<file path="config.mk">
export PLATFORM = sky130hd
export DESIGN_NAME = csr_index_generator
export DESIGN_NICKNAME = d
export VERILOG_FILES = /design/src/rtl/csr_index_pkg.sv /design/src/rtl/mem_request_pkg.sv /design/src/rtl/csr_index_config.sv /design/src/rtl/csr_index_generator.sv /design/src/rtl/csr_index_sequencer.sv /design/src/rtl/request_builder.sv /design/src/rtl/request_fifo.sv
export SDC_FILE = /design/constraint.sdc
export NUM_CORES = 2
export LEC_CHECK = 0
export BUFFER_PORTS_ARGS = -buffer_cell sky130_fd_sc_hd__buf_2
export CAP_MARGIN = 20
export CORE_MARGIN = 2
export CORE_UTILIZATION = 55
export DETAILED_ROUTE_END_ITERATION = 16
export GPL_TIMING_DRIVEN = 0
export PLACE_DENSITY = 0.83
export SLEW_MARGIN = 20
export SYNTH_ARGS = -nofsm -noshare
export SYNTH_HDL_FRONTEND = slang
export SYNTH_SLANG_ARGS = --single-unit
</file>
<file path="constraint.sdc">
create_clock -name ap_clk -period 11.2 [get_ports ap_clk]
set_input_delay 2.24 -clock ap_clk [delete_from_list [all_inputs] [get_ports ap_clk]]
set_output_delay 2.24 -clock ap_clk [all_outputs]
set_load 0.02 [all_outputs]
</file>
<file path="src/rtl/csr_index_pkg.sv">
// Index generation package: index, stride and shift widths plus the run FSM states
package csr_index_pkg;

    // ----------------------------------------------------------------------
    // Widths
    // ----------------------------------------------------------------------
    localparam int INDEX_W        = 32;
    localparam int STRIDE_W       = 32;
    localparam int SHIFT_AMOUNT_W = 5;

    // Vertex or edge index walked by the generator
    typedef logic [INDEX_W-1:0] index_t;

    // Step between two successive indices
    typedef logic [STRIDE_W-1:0] stride_t;

    // Shift applied to an index to form the address offset
    typedef logic [SHIFT_AMOUNT_W-1:0] shift_amount_t;

    // ----------------------------------------------------------------------
    // Run states
    // ----------------------------------------------------------------------
    typedef enum logic [2:0] {
        INDEX_GEN_RESET = 3'd0,
        INDEX_GEN_IDLE  = 3'd1,
        INDEX_GEN_SETUP = 3'd2,
        INDEX_GEN_START = 3'd3,
        INDEX_GEN_BUSY  = 3'd4,
        INDEX_GEN_PAUSE = 3'd5,
        INDEX_GEN_DONE  = 3'd6
    } index_gen_state_e;

endpackage : csr_index_pkg

</file>
<file path="src/rtl/mem_request_pkg.sv">
// Memory request package: request word layout and request FIFO sizing
package mem_request_pkg;

    // ----------------------------------------------------------------------
    // Request word layout with the base on top and the index at the bottom
    // ----------------------------------------------------------------------
    localparam int REQUEST_FIELD_W    = 32;
    localparam int REQUEST_WORD_W     = 3 * REQUEST_FIELD_W;
    localparam int REQUEST_INDEX_LSB  = 0;
    localparam int REQUEST_OFFSET_LSB = REQUEST_INDEX_LSB + REQUEST_FIELD_W;
    localparam int REQUEST_BASE_LSB   = REQUEST_OFFSET_LSB + REQUEST_FIELD_W;

    typedef logic [REQUEST_FIELD_W-1:0] addr_offset_t;
    typedef logic [REQUEST_WORD_W-1:0]  request_word_t;

    // ----------------------------------------------------------------------
    // Request FIFO sizing
    // ----------------------------------------------------------------------
    localparam int REQUEST_FIFO_DEPTH  = 16;
    localparam int REQUEST_FIFO_ADDR_W = $clog2(REQUEST_FIFO_DEPTH);

    // Leaves room for the writes still in flight when the flag rises
    localparam int REQUEST_PROG_THRESH = 8;

    // One extra bit so a full buffer can be counted
    typedef logic [REQUEST_FIFO_ADDR_W:0] fifo_count_t;

endpackage : mem_request_pkg

</file>
<file path="src/rtl/csr_index_config.sv">
// Configuration capture: latches one range configuration while idle and holds it for a run
`timescale 1ns/10ps

module csr_index_config (
    input  logic                          ap_clk,
    input  logic                          areset_engine,
    input  logic                          config_valid,
    input  csr_index_pkg::index_t         config_index_start,
    input  csr_index_pkg::index_t         config_index_end,
    input  csr_index_pkg::stride_t        config_stride,
    input  logic                          config_shift_left,
    input  csr_index_pkg::shift_amount_t  config_shift_amount,
    input  logic                          seq_ready,
    input  logic                          seq_done,
    output logic                          cfg_valid,
    output csr_index_pkg::index_t         cfg_index_start,
    output csr_index_pkg::index_t         cfg_index_end,
    output csr_index_pkg::stride_t        cfg_stride,
    output logic                          cfg_shift_left,
    output csr_index_pkg::shift_amount_t  cfg_shift_amount
);

    logic capture;
    logic run_end;

    // Only the idle sequencer reports ready and done together
    assign capture = config_valid & seq_ready & seq_done;

    // Done without ready is the DONE state
    assign run_end = seq_done & ~seq_ready;

    always_ff @(posedge ap_clk) begin
        if (areset_engine) begin
            cfg_valid <= 1'b0;
        end else if (capture) begin
            cfg_valid <= 1'b1;
        end else if (run_end) begin
            cfg_valid <= 1'b0;
        end
    end

    // Fields stay frozen from capture until the next idle period
    always_ff @(posedge ap_clk) begin
        if (capture) begin
            cfg_index_start  <= config_index_start;
            cfg_index_end    <= config_index_end;
            cfg_stride       <= config_stride;
            cfg_shift_left   <= config_shift_left;
            cfg_shift_amount <= config_shift_amount;
        end
    end

endmodule : csr_index_config

</file>
<file path="src/rtl/csr_index_generator.sv">
// CSR index generator top: configuration, sequencer, request builder and request FIFO
`timescale 1ns/10ps

module csr_index_generator (
    input  logic                          ap_clk,
    input  logic                          areset_engine,
    input  logic                          config_valid,
    input  csr_index_pkg::index_t         config_index_start,
    input  csr_index_pkg::index_t         config_index_end,
    input  csr_index_pkg::stride_t        config_stride,
    input  logic                          config_shift_left,
    input  csr_index_pkg::shift_amount_t  config_shift_amount,
    input  logic                          pause_in,
    input  logic                          request_pop,
    output logic                          request_valid,
    output csr_index_pkg::index_t         request_base,
    output mem_request_pkg::addr_offset_t request_offset,
    output csr_index_pkg::index_t         request_index,
    output logic                          ready_out,
    output logic                          done_out
);

    import csr_index_pkg::*;
    import mem_request_pkg::*;

    // ----------------------------------------------------------------------
    // Internal wires
    // ----------------------------------------------------------------------
    logic          cfg_valid;
    index_t        cfg_index_start;
    index_t        cfg_index_end;
    stride_t       cfg_stride;
    logic          cfg_shift_left;
    shift_amount_t cfg_shift_amount;

    logic          seq_ready;
    logic          seq_done;
    logic          push;
    index_t        push_index;

    logic          wr_en;
    request_word_t wr_word;
    request_word_t rd_word;
    logic          prog_full;

    csr_index_config u_config (
        .ap_clk              (ap_clk),
        .areset_engine       (areset_engine),
        .config_valid        (config_valid),
        .config_index_start  (config_index_start),
        .config_index_end    (config_index_end),
        .config_stride       (config_stride),
        .config_shift_left   (config_shift_left),
        .config_shift_amount (config_shift_amount),
        .seq_ready           (seq_ready),
        .seq_done            (seq_done),
        .cfg_valid           (cfg_valid),
        .cfg_index_start     (cfg_index_start),
        .cfg_index_end       (cfg_index_end),
        .cfg_stride          (cfg_stride),
        .cfg_shift_left      (cfg_shift_left),
        .cfg_shift_amount    (cfg_shift_amount)
    );

    csr_index_sequencer u_sequencer (
        .ap_clk          (ap_clk),
        .areset_engine   (areset_engine),
        .cfg_valid       (cfg_valid),
        .cfg_index_start (cfg_index_start),
        .cfg_index_end   (cfg_index_end),
        .cfg_stride      (cfg_stride),
        .prog_full       (prog_full),
        .pause_in        (pause_in),
        .seq_ready       (seq_ready),
        .seq_done        (seq_done),
        .push            (push),
        .push_index      (push_index)
    );

    request_builder u_builder (
        .ap_clk           (ap_clk),
        .areset_engine    (areset_engine),
        .push             (push),
        .push_index       (push_index),
        .cfg_index_start  (cfg_index_start),
        .cfg_shift_left   (cfg_shift_left),
        .cfg_shift_amount (cfg_shift_amount),
        .wr_en            (wr_en),
        .wr_word          (wr_word)
    );

    request_fifo u_fifo (
        .ap_clk        (ap_clk),
        .areset_engine (areset_engine),
        .wr_en         (wr_en),
        .wr_word       (wr_word),
        .rd_en         (request_pop),
        .rd_valid      (request_valid),
        .rd_word       (rd_word),
        .prog_full     (prog_full)
    );

    // ----------------------------------------------------------------------
    // Outputs
    // ----------------------------------------------------------------------
    assign request_base   = rd_word[REQUEST_BASE_LSB   +: REQUEST_FIELD_W];
    assign request_offset = rd_word[REQUEST_OFFSET_LSB +: REQUEST_FIELD_W];
    assign request_index  = rd_word[REQUEST_INDEX_LSB  +: REQUEST_FIELD_W];

    assign ready_out = seq_ready;
    assign done_out  = seq_done;

endmodule : csr_index_generator

</file>
<file path="src/rtl/csr_index_sequencer.sv">
// Index sequencer: run FSM that walks start to end by stride and issues one push per step
`timescale 1ns/10ps

module csr_index_sequencer (
    input  logic                    ap_clk,
    input  logic                    areset_engine,
    input  logic                    cfg_valid,
    input  csr_index_pkg::index_t   cfg_index_start,
    input  csr_index_pkg::index_t   cfg_index_end,
    input  csr_index_pkg::stride_t  cfg_stride,
    input  logic                    prog_full,
    input  logic                    pause_in,
    output logic                    seq_ready,
    output logic                    seq_done,
    output logic                    push,
    output csr_index_pkg::index_t   push_index
);

    import csr_index_pkg::*;

    index_gen_state_e state;
    index_gen_state_e next_state;

    index_t count;
    logic   at_end;
    logic   stall;

    // ----------------------------------------------------------------------
    // BUSY decision inputs
    // ----------------------------------------------------------------------
    assign at_end = (count >= cfg_index_end);

    // FIFO back-pressure and external pause hold the walk alike
    assign stall = prog_full | pause_in;

    // ----------------------------------------------------------------------
    // State register and next state
    // ----------------------------------------------------------------------
    always_ff @(posedge ap_clk) begin
        if (areset_engine) begin
            state <= INDEX_GEN_RESET;
        end else begin
            state <= next_state;
        end
    end

    always_comb begin
        next_state = state;
        case (state)
            INDEX_GEN_RESET: begin
                next_state = INDEX_GEN_IDLE;
            end
            INDEX_GEN_IDLE: begin
                if (cfg_valid) begin
                    next_state = INDEX_GEN_SETUP;
                end
            end
            INDEX_GEN_SETUP: begin
                next_state = INDEX_GEN_START;
            end
            INDEX_GEN_START: begin
                next_state = INDEX_GEN_BUSY;
            end
            INDEX_GEN_BUSY: begin
                // End check wins over a stall so an empty range never waits
                if (at_end) begin
                    next_state = INDEX_GEN_DONE;
                end else if (stall) begin
                    next_state = INDEX_GEN_PAUSE;
                end
            end
            INDEX_GEN_PAUSE: begin
                if (!stall) begin
                    next_state = INDEX_GEN_BUSY;
                end
            end
            INDEX_GEN_DONE: begin
                next_state = INDEX_GEN_IDLE;
            end
            default: begin
                next_state = INDEX_GEN_RESET;
            end
        endcase
    end

    // ----------------------------------------------------------------------
    // Index counter
    // ----------------------------------------------------------------------
    always_ff @(posedge ap_clk) begin
        if (state == INDEX_GEN_SETUP) begin
            count <= cfg_index_start;
        end else if (push) begin
            count <= count + cfg_stride;
        end
    end

    // One push per counter step, decided in the same cycle as the pause check
    assign push       = (state == INDEX_GEN_BUSY) & ~at_end & ~stall;
    assign push_index = count;

    // Status decode
    assign seq_ready = (state == INDEX_GEN_IDLE);
    assign seq_done  = (state == INDEX_GEN_IDLE) | (state == INDEX_GEN_DONE);

endmodule : csr_index_sequencer

</file>
<file path="src/rtl/request_builder.sv">
// Request builder: forms the base, shifted offset and index word for each pushed index
`timescale 1ns/10ps

module request_builder (
    input  logic                           ap_clk,
    input  logic                           areset_engine,
    input  logic                           push,
    input  csr_index_pkg::index_t          push_index,
    input  csr_index_pkg::index_t          cfg_index_start,
    input  logic                           cfg_shift_left,
    input  csr_index_pkg::shift_amount_t   cfg_shift_amount,
    output logic                           wr_en,
    output mem_request_pkg::request_word_t wr_word
);

    import mem_request_pkg::*;

    addr_offset_t  offset;
    request_word_t word_next;

    // Shift direction comes from the captured configuration
    always_comb begin
        if (cfg_shift_left) begin
            offset = push_index << cfg_shift_amount;
        end else begin
            offset = push_index >> cfg_shift_amount;
        end
    end

    always_comb begin
        word_next = '0;
        word_next[REQUEST_BASE_LSB   +: REQUEST_FIELD_W] = cfg_index_start;
        word_next[REQUEST_OFFSET_LSB +: REQUEST_FIELD_W] = offset;
        word_next[REQUEST_INDEX_LSB  +: REQUEST_FIELD_W] = push_index;
    end

    // One register stage between push and FIFO write
    always_ff @(posedge ap_clk) begin
        if (areset_engine) begin
            wr_en <= 1'b0;
        end else begin
            wr_en <= push;
        end
    end

    always_ff @(posedge ap_clk) begin
        wr_word <= word_next;
    end

endmodule : request_builder

</file>
<file path="src/rtl/request_fifo.sv">
// Request FIFO: 16-deep synchronous buffer with programmable full and registered read port
`timescale 1ns/10ps

module request_fifo (
    input  logic                           ap_clk,
    input  logic                           areset_engine,
    input  logic                           wr_en,
    input  mem_request_pkg::request_word_t wr_word,
    input  logic                           rd_en,
    output logic                           rd_valid,
    output mem_request_pkg::request_word_t rd_word,
    output logic                           prog_full
);

    import mem_request_pkg::*;

    request_word_t mem [REQUEST_FIFO_DEPTH];

    logic [REQUEST_FIFO_ADDR_W-1:0] wr_ptr;
    logic [REQUEST_FIFO_ADDR_W-1:0] rd_ptr;
    fifo_count_t                    count;

    logic full;
    logic empty;
    logic wr_accept;
    logic rd_accept;

    // ----------------------------------------------------------------------
    // Flags
    // ----------------------------------------------------------------------
    assign full      = (count == fifo_count_t'(REQUEST_FIFO_DEPTH));
    assign empty     = (count == '0);
    assign prog_full = (count >= fifo_count_t'(REQUEST_PROG_THRESH));

    assign wr_accept = wr_en & ~full;
    assign rd_accept = rd_en & ~empty;

    // ----------------------------------------------------------------------
    // Pointers and occupancy
    // ----------------------------------------------------------------------
    always_ff @(posedge ap_clk) begin
        if (areset_engine) begin
            wr_ptr   <= '0;
            rd_ptr   <= '0;
            count    <= '0;
            rd_valid <= 1'b0;
        end else begin
            if (wr_accept) begin
                wr_ptr <= wr_ptr + 1'b1;
            end
            if (rd_accept) begin
                rd_ptr <= rd_ptr + 1'b1;
            end
            case ({wr_accept, rd_accept})
                2'b10:   count <= count + 1'b1;
                2'b01:   count <= count - 1'b1;
                default: count <= count;
            endcase
            rd_valid <= rd_accept;
        end
    end

    // Storage and read data
    always_ff @(posedge ap_clk) begin
        if (wr_accept) begin
            mem[wr_ptr] <= wr_word;
        end
        if (rd_accept) begin
            rd_word <= mem[rd_ptr];
        end
    end

endmodule : request_fifo

</file>
# Word level (Yosys, flattened, before mapping)
# Memory sizes are Yosys's and may differ from the RTL's. A register that Yosys moved wholly into a read port is not among the register bits.
# Cells that the tools add are included.
# word_totals
n_memories,1
out_inout_bits,99
reg_bits,249
word_cells,70
ramBits,1536
# mem_list
memory,words,word_bits,read_ports,rd_clocked_by_memory_dff,wr,line_no,text
u_fifo.mem,16,96,1,1,1,request_fifo.sv:17,request_word_t mem [REQUEST_FIFO_DEPTH];
# classes
eq_ne,12
shift,2
n_lt_le_gt_ge,2
bitwise,14
mux,13
n_reduce_logical,7
add_sub_neg,5
# ops
op,n
$mux 32,3
$add 32x32->32,1
$ge 32x32->1,1
$shl 32x5->32,1
$shr 32x5->32,1
$pmux 3 s6,1
$mux 3,4
$pmux 5 s2,1
$eq 3x3->1 const B,3
$add 4x1->4 const B,2
$and 1x1->1,7
$eq 3x2->1 const B,2
$reduce_bool 2->1,3
$add 5x1->5 const B,1
$eq 5x5->1 const B,1
$ge 5x4->1 const B,1
$logic_not 5->1,1
$not 1->1,5
$sub 5x1->5 const B,1
$mux 1,4
$ne 2x2->1 const B,2
$eq 3x1->1 const B,1
$logic_not 3->1,1
$ne 3x1->1 const B,1
other kinds (5),6

# Depth between registers and ports, before layout
# logic_depth
depth_word,6
depth_mapped,13
ltp_nobuf,12

# Modules after synthesis
# From an unflattened synthesis, not the netlist that was laid out.
# hier_totals
cells_unflattened,3643
area_unflattened_um2,73481.7
# by_module_without_submodules
mod,n_inst,cells_per_inst,area_each_um2
request_fifo,1,2544,60976.0
request_builder,1,532,5482.8
csr_index_sequencer,1,460,3911.3
csr_index_config,1,107,3111.7

# Worst setup path before layout
# OpenSTA, ideal clock, no wires.
# synth_timing
kind,register to register
from,reg u_fifo.count[0]
to,mem u_fifo.mem[3][0] in the netlist's numbering (enable)
t_required_ns,10.532
period_less_slack_ns,8.194
path_stages_with_launch,6
slack_ns,3.006
setup_time_ns,0.668
t_arrival_ns,7.526
cell_sequence,dfxtp_1 or4_1 o21a_1 clkbuf_1 nand2_1 nor3_1
# synth_between
elab_chain_len,5
# synth_lines
item,line_no,text
"start, declared",request_fifo.sv:21,fifo_count_t count;
"start signal, assigned",request_fifo.sv:55,2'b10: count <= count + 1'b1;
"start signal, assigned",request_fifo.sv:56,2'b01: count <= count - 1'b1;
"start signal, assigned",request_fifo.sv:57,default: count <= count;
$eq 5x5->1,request_fifo.sv:31,assign full = (count == fifo_count_t'(REQUEST_FIFO_DEPTH));
$not 1->1,request_fifo.sv:35,assign wr_accept = wr_en & ~full;
$and 1x1->1,request_fifo.sv:35,
$mux 1,request_fifo.sv:65,if (wr_accept) begin
$mux 1 (not written as such),request_fifo.sv:66,mem[wr_ptr] <= wr_word;
"end, declared",request_fifo.sv:17,
# No other way between the ends.

# Final worst setup path
# layout_timing
from,reg u_sequencer.state[0]
to,out done_out
# layout_between
elab_chain_len,2
# layout_lines
item,line_no,text
"start, declared",csr_index_sequencer.sv:21,index_gen_state_e state;
"start signal, assigned",csr_index_sequencer.sv:43,state <= next_state;
$eq 3x1->1 or $eq 3x3->1 (tied branches),csr_index_sequencer.sv:103,assign seq_done = (state == INDEX_GEN_IDLE) | (state == INDEX_GEN_DONE);
$or 1x1->1 (*),csr_index_sequencer.sv:103,
"end, declared",csr_index_generator.sv:20,output logic done_out
# Mark *: on every way between the ends. The rest lies on a longest branch, timed or not.

==> results.sh <==
export IMPL_grtUsageMet2_pct=48.0
export IMPL_critical_path_max_fanout=9
export IMPL_vias=40100
export IMPL_cts_sinks=1881
export IMPL_holdPathStages=0
export IMPL_r2r_cells=5
export IMPL_cp_arrival_ns=2.34
export IMPL_avgSynthCellArea_um2=21.3
export IMPL_grt_busiest_layer="met2"
export IMPL_r2r_slack_ns=7.10
export IMPL_io_buffers=204
export IMPL_ys_ff_latch=1881
export IMPL_muxShareOfSynthArea_pct=16.9
export IMPL_h_tree_depth=4
export IMPL_synth_top_family_by_area="multiplexers"
export IMPL_worstPathRequired_ns=8.96
export IMPL_synth_largest_area_cell="edfxtp_1"
export IMPL_crit_type="reg -> out"
export IMPL_yosysTopAreaCellShare_pct=72.6
export IMPL_period_needed_ns=4.58
export IMPL_track_usage_pct=31.0
export IMPL_fin_skew_ns=0.0425
export IMPL_root_buffer="clkbuf_16"
export IMPL_coreArea_um2=132000
export IMPL_postRouteAntennaNets=0
export IMPL_cts_resized=0
export IMPL_crit_reg2reg_launch="u_fifo.rd_ptr[1]"
export IMPL_synth_area_top_cells="edfxtp_1, mux4_2, dfxtp_1"
export IMPL_io_pins=206
export IMPL_tightest_slew_ns=1.20
export IMPL_wl_um=209000
export IMPL_postCtsSetupBuffers=0
export IMPL_grtUsageMet3_pct=8.13
export IMPL_clk_pin_slew_worst_paths_ns=0.07
export IMPL_layout_commonest_cell="edfxtp_1"
export IMPL_start_util_pct=55.5
export IMPL_synthSimpleGateAreaFrac_pct=1.87
export IMPL_whs_endpoint="u_builder.wr_word[78]"
export IMPL_gp_congestion=0.951
export IMPL_dpl_instance_area_um2=79000
export IMPL_die_h_um=368
export IMPL_synthCells=3435
export IMPL_status="completed"
export IMPL_finalSetupTns_ns=0
export IMPL_critPathLaunchType="flop"
export IMPL_synth_area_um2=73100
export IMPL_fin_util_pct=64.4
export IMPL_grt_start_max_net_pins=47
export IMPL_fin_nets=4148
export IMPL_max_slew_margin_pct=20.1
export IMPL_drive_above_1_share_pct=29.0
export IMPL_grt_util_met1_pct=41.0
export IMPL_layout_common_cells="edfxtp_1, mux4_2, buf_2"
export IMPL_final_cell_area_um2=84800
export IMPL_fp_row_count=133
export IMPL_clk_path_buf_depth=3
export IMPL_dieArea_um2=136000
export IMPL_hold_viol=0
export IMPL_fillers=8100
export IMPL_grt_pass1_wl_um=295000
export IMPL_synth_cell_types=63
export IMPL_end_kind="output port"
export IMPL_wire_per_inst_um=35.6
export IMPL_drt_iter0_markers=6972
export IMPL_antenna_found_initial=8
export IMPL_synth_fa_ha_area_share_pct=1.29
export IMPL_setup_violations=0
export IMPL_yosys_warnings=0
export IMPL_place_hpwl_um=130000
export IMPL_max_cap_violations=0
export IMPL_max_freq_mhz=218
export IMPL_postCtsHoldBufs=0
export IMPL_syn2layout_area_growth_pct=16.0
export IMPL_clk_insertion_delay_late_ns=0.83
export IMPL_synth_compound_area_share_pct=2.52
export IMPL_rr_endpoint="u_fifo.rd_word[65]"
export IMPL_grt_pass1_vias=39700
export IMPL_synthFlopType="edfxtp_1"
export IMPL_p_leak_uw=0.0274
export IMPL_synthArstFlopShare_pct=0
export IMPL_rsz0062_at_grt="false"
export IMPL_grt_overflow=0
export IMPL_hold_class="reg -> reg"
export IMPL_drt_first_pass_iters=6
export IMPL_yosys_area_share_xor_xnor_pct=0.443
export IMPL_power_density_nw_per_um2=171
export IMPL_min_from="u_config.cfg_index_start[14]"
export IMPL_synth_net_count=3616
export IMPL_p_total_uw=14500
export IMPL_finalCritPeriodShare_pct=40.9
export IMPL_ys_seq_area_share_pct=75.7
export IMPL_die_x_um=368
export IMPL_worstSetupStartpoint="u_sequencer.state[0]"
export IMPL_synth_edf_count=1766
export IMPL_drv_slew=0
export IMPL_drc=0
export IMPL_vias_per_cell=6.83
export IMPL_tritoncts="yes"
export IMPL_cts_buffers=177
export IMPL_ir_worst_vdd_uv=182
==> where the power goes <==
group	internal, µW	leakage (µW)	total [µW]	switching [µW]
sequential	7800	0.0169	7980	182
clock	3400	0.00280	6020	2630
combinational	183	0.00766	491	308
==> worst max-delay path by stage <==
| stage | end | slack, ns |
|---|---|---|
| 6_report | done_out | 6.62 |
| 5_1_grt | done_out | 6.45 |
| 4_1_cts | done_out | 6.56 |
| 3_5_place_dp | u_fifo.count[4] | 6.19 |
| 3_3_place_gp | u_fifo.mem[0][39] | -5.24 |
| 2_1_floorplan | u_fifo.mem[3][0] | 3.01 |
==> through the flow <==
| stage | hold slack (ns) | worst slack [ns] | cells |
|---|---|---|---|
| 6_report | 0.402 | 6.62 | 5878 |
| 5_1_grt | 0.410 | 6.45 | 5873 |
| 4_1_cts | 0.406 | 6.56 | 5869 |
| 3_5_place_dp | 0.381 | 6.19 | 5540 |
| 3_3_place_gp | 0.359 | -5.24 | 5394 |
| 2_1_floorplan | 0.348 | 3.01 | 3435 |
==> Yosys cell counts (14+ instances only) <==
library cell and instances:
mux2i_1 113, clkbuf_1 111, nand2_1 82, xnor2_1 18
o22ai_1 14, nand2b_1 35, buf_1 41, o21ai_0 106
ha_1 72, mux4_2 494, nor2_1 104, inv_1 50
a21oi_1 93, xor2_1 19, a21o_1 21, dfxtp_1 115
edfxtp_1 1766, buf_2 16
==> cell type report <==
type / count / area [µm²] / area share (%)
tap: 1755 / 2200 / 2.59
inverter: 51 / 191 / 0.226
clock buffer: 257 / 4960 / 5.85
sequential: 1881 / 55300 / 65.3
antenna: 6 / 15.0 / 0.0177
timing repair buffer: 353 / 3580 / 4.22
clock inverter: 72 / 801 / 0.944
buffer: 175 / 751 / 0.885
multi-input combinational: 1328 / 17000 / 20.0
==> worst max-delay path, cell delays in order, from the launching register on <==
cell,delay (ns)
dfxtp_1,0.31
clkbuf_1,0.37
nor2b_1,0.33
and2_1,0.19
o21bai_1,0.12
buf_2,0.19
==> per-layer routing <==
layer	share of wire (%)	wire [µm]
met1	35	72200
met3	13	26700
met2	47	98300
met4	5.7	11900
met5	0.036	75
==> sequential cells by signal, indices dropped and copies added (netlist names), 32 cells and up <==
| register | cells |
|---|---|
| u_fifo.rd_word | 96 |
| u_config.cfg_stride | 32 |
| u_sequencer.push_index | 32 |
| u_fifo.mem | 1536 |
| u_builder.wr_word | 96 |
| u_config.cfg_index_end | 32 |
| u_config.cfg_index_start | 32 |
==> kinds of logic after synthesis <==
kind of cell | Yosys count
adder cells (fa/ha/maj) | 74
flip-flops | 1881
XOR/XNOR | 37
AND/OR/NAND/NOR | 292
buffers and inverters | 226
multiplexers | 617
AO/OA/AOI/OAI | 308
No activity file was read; power rests on OpenSTA's default activity.
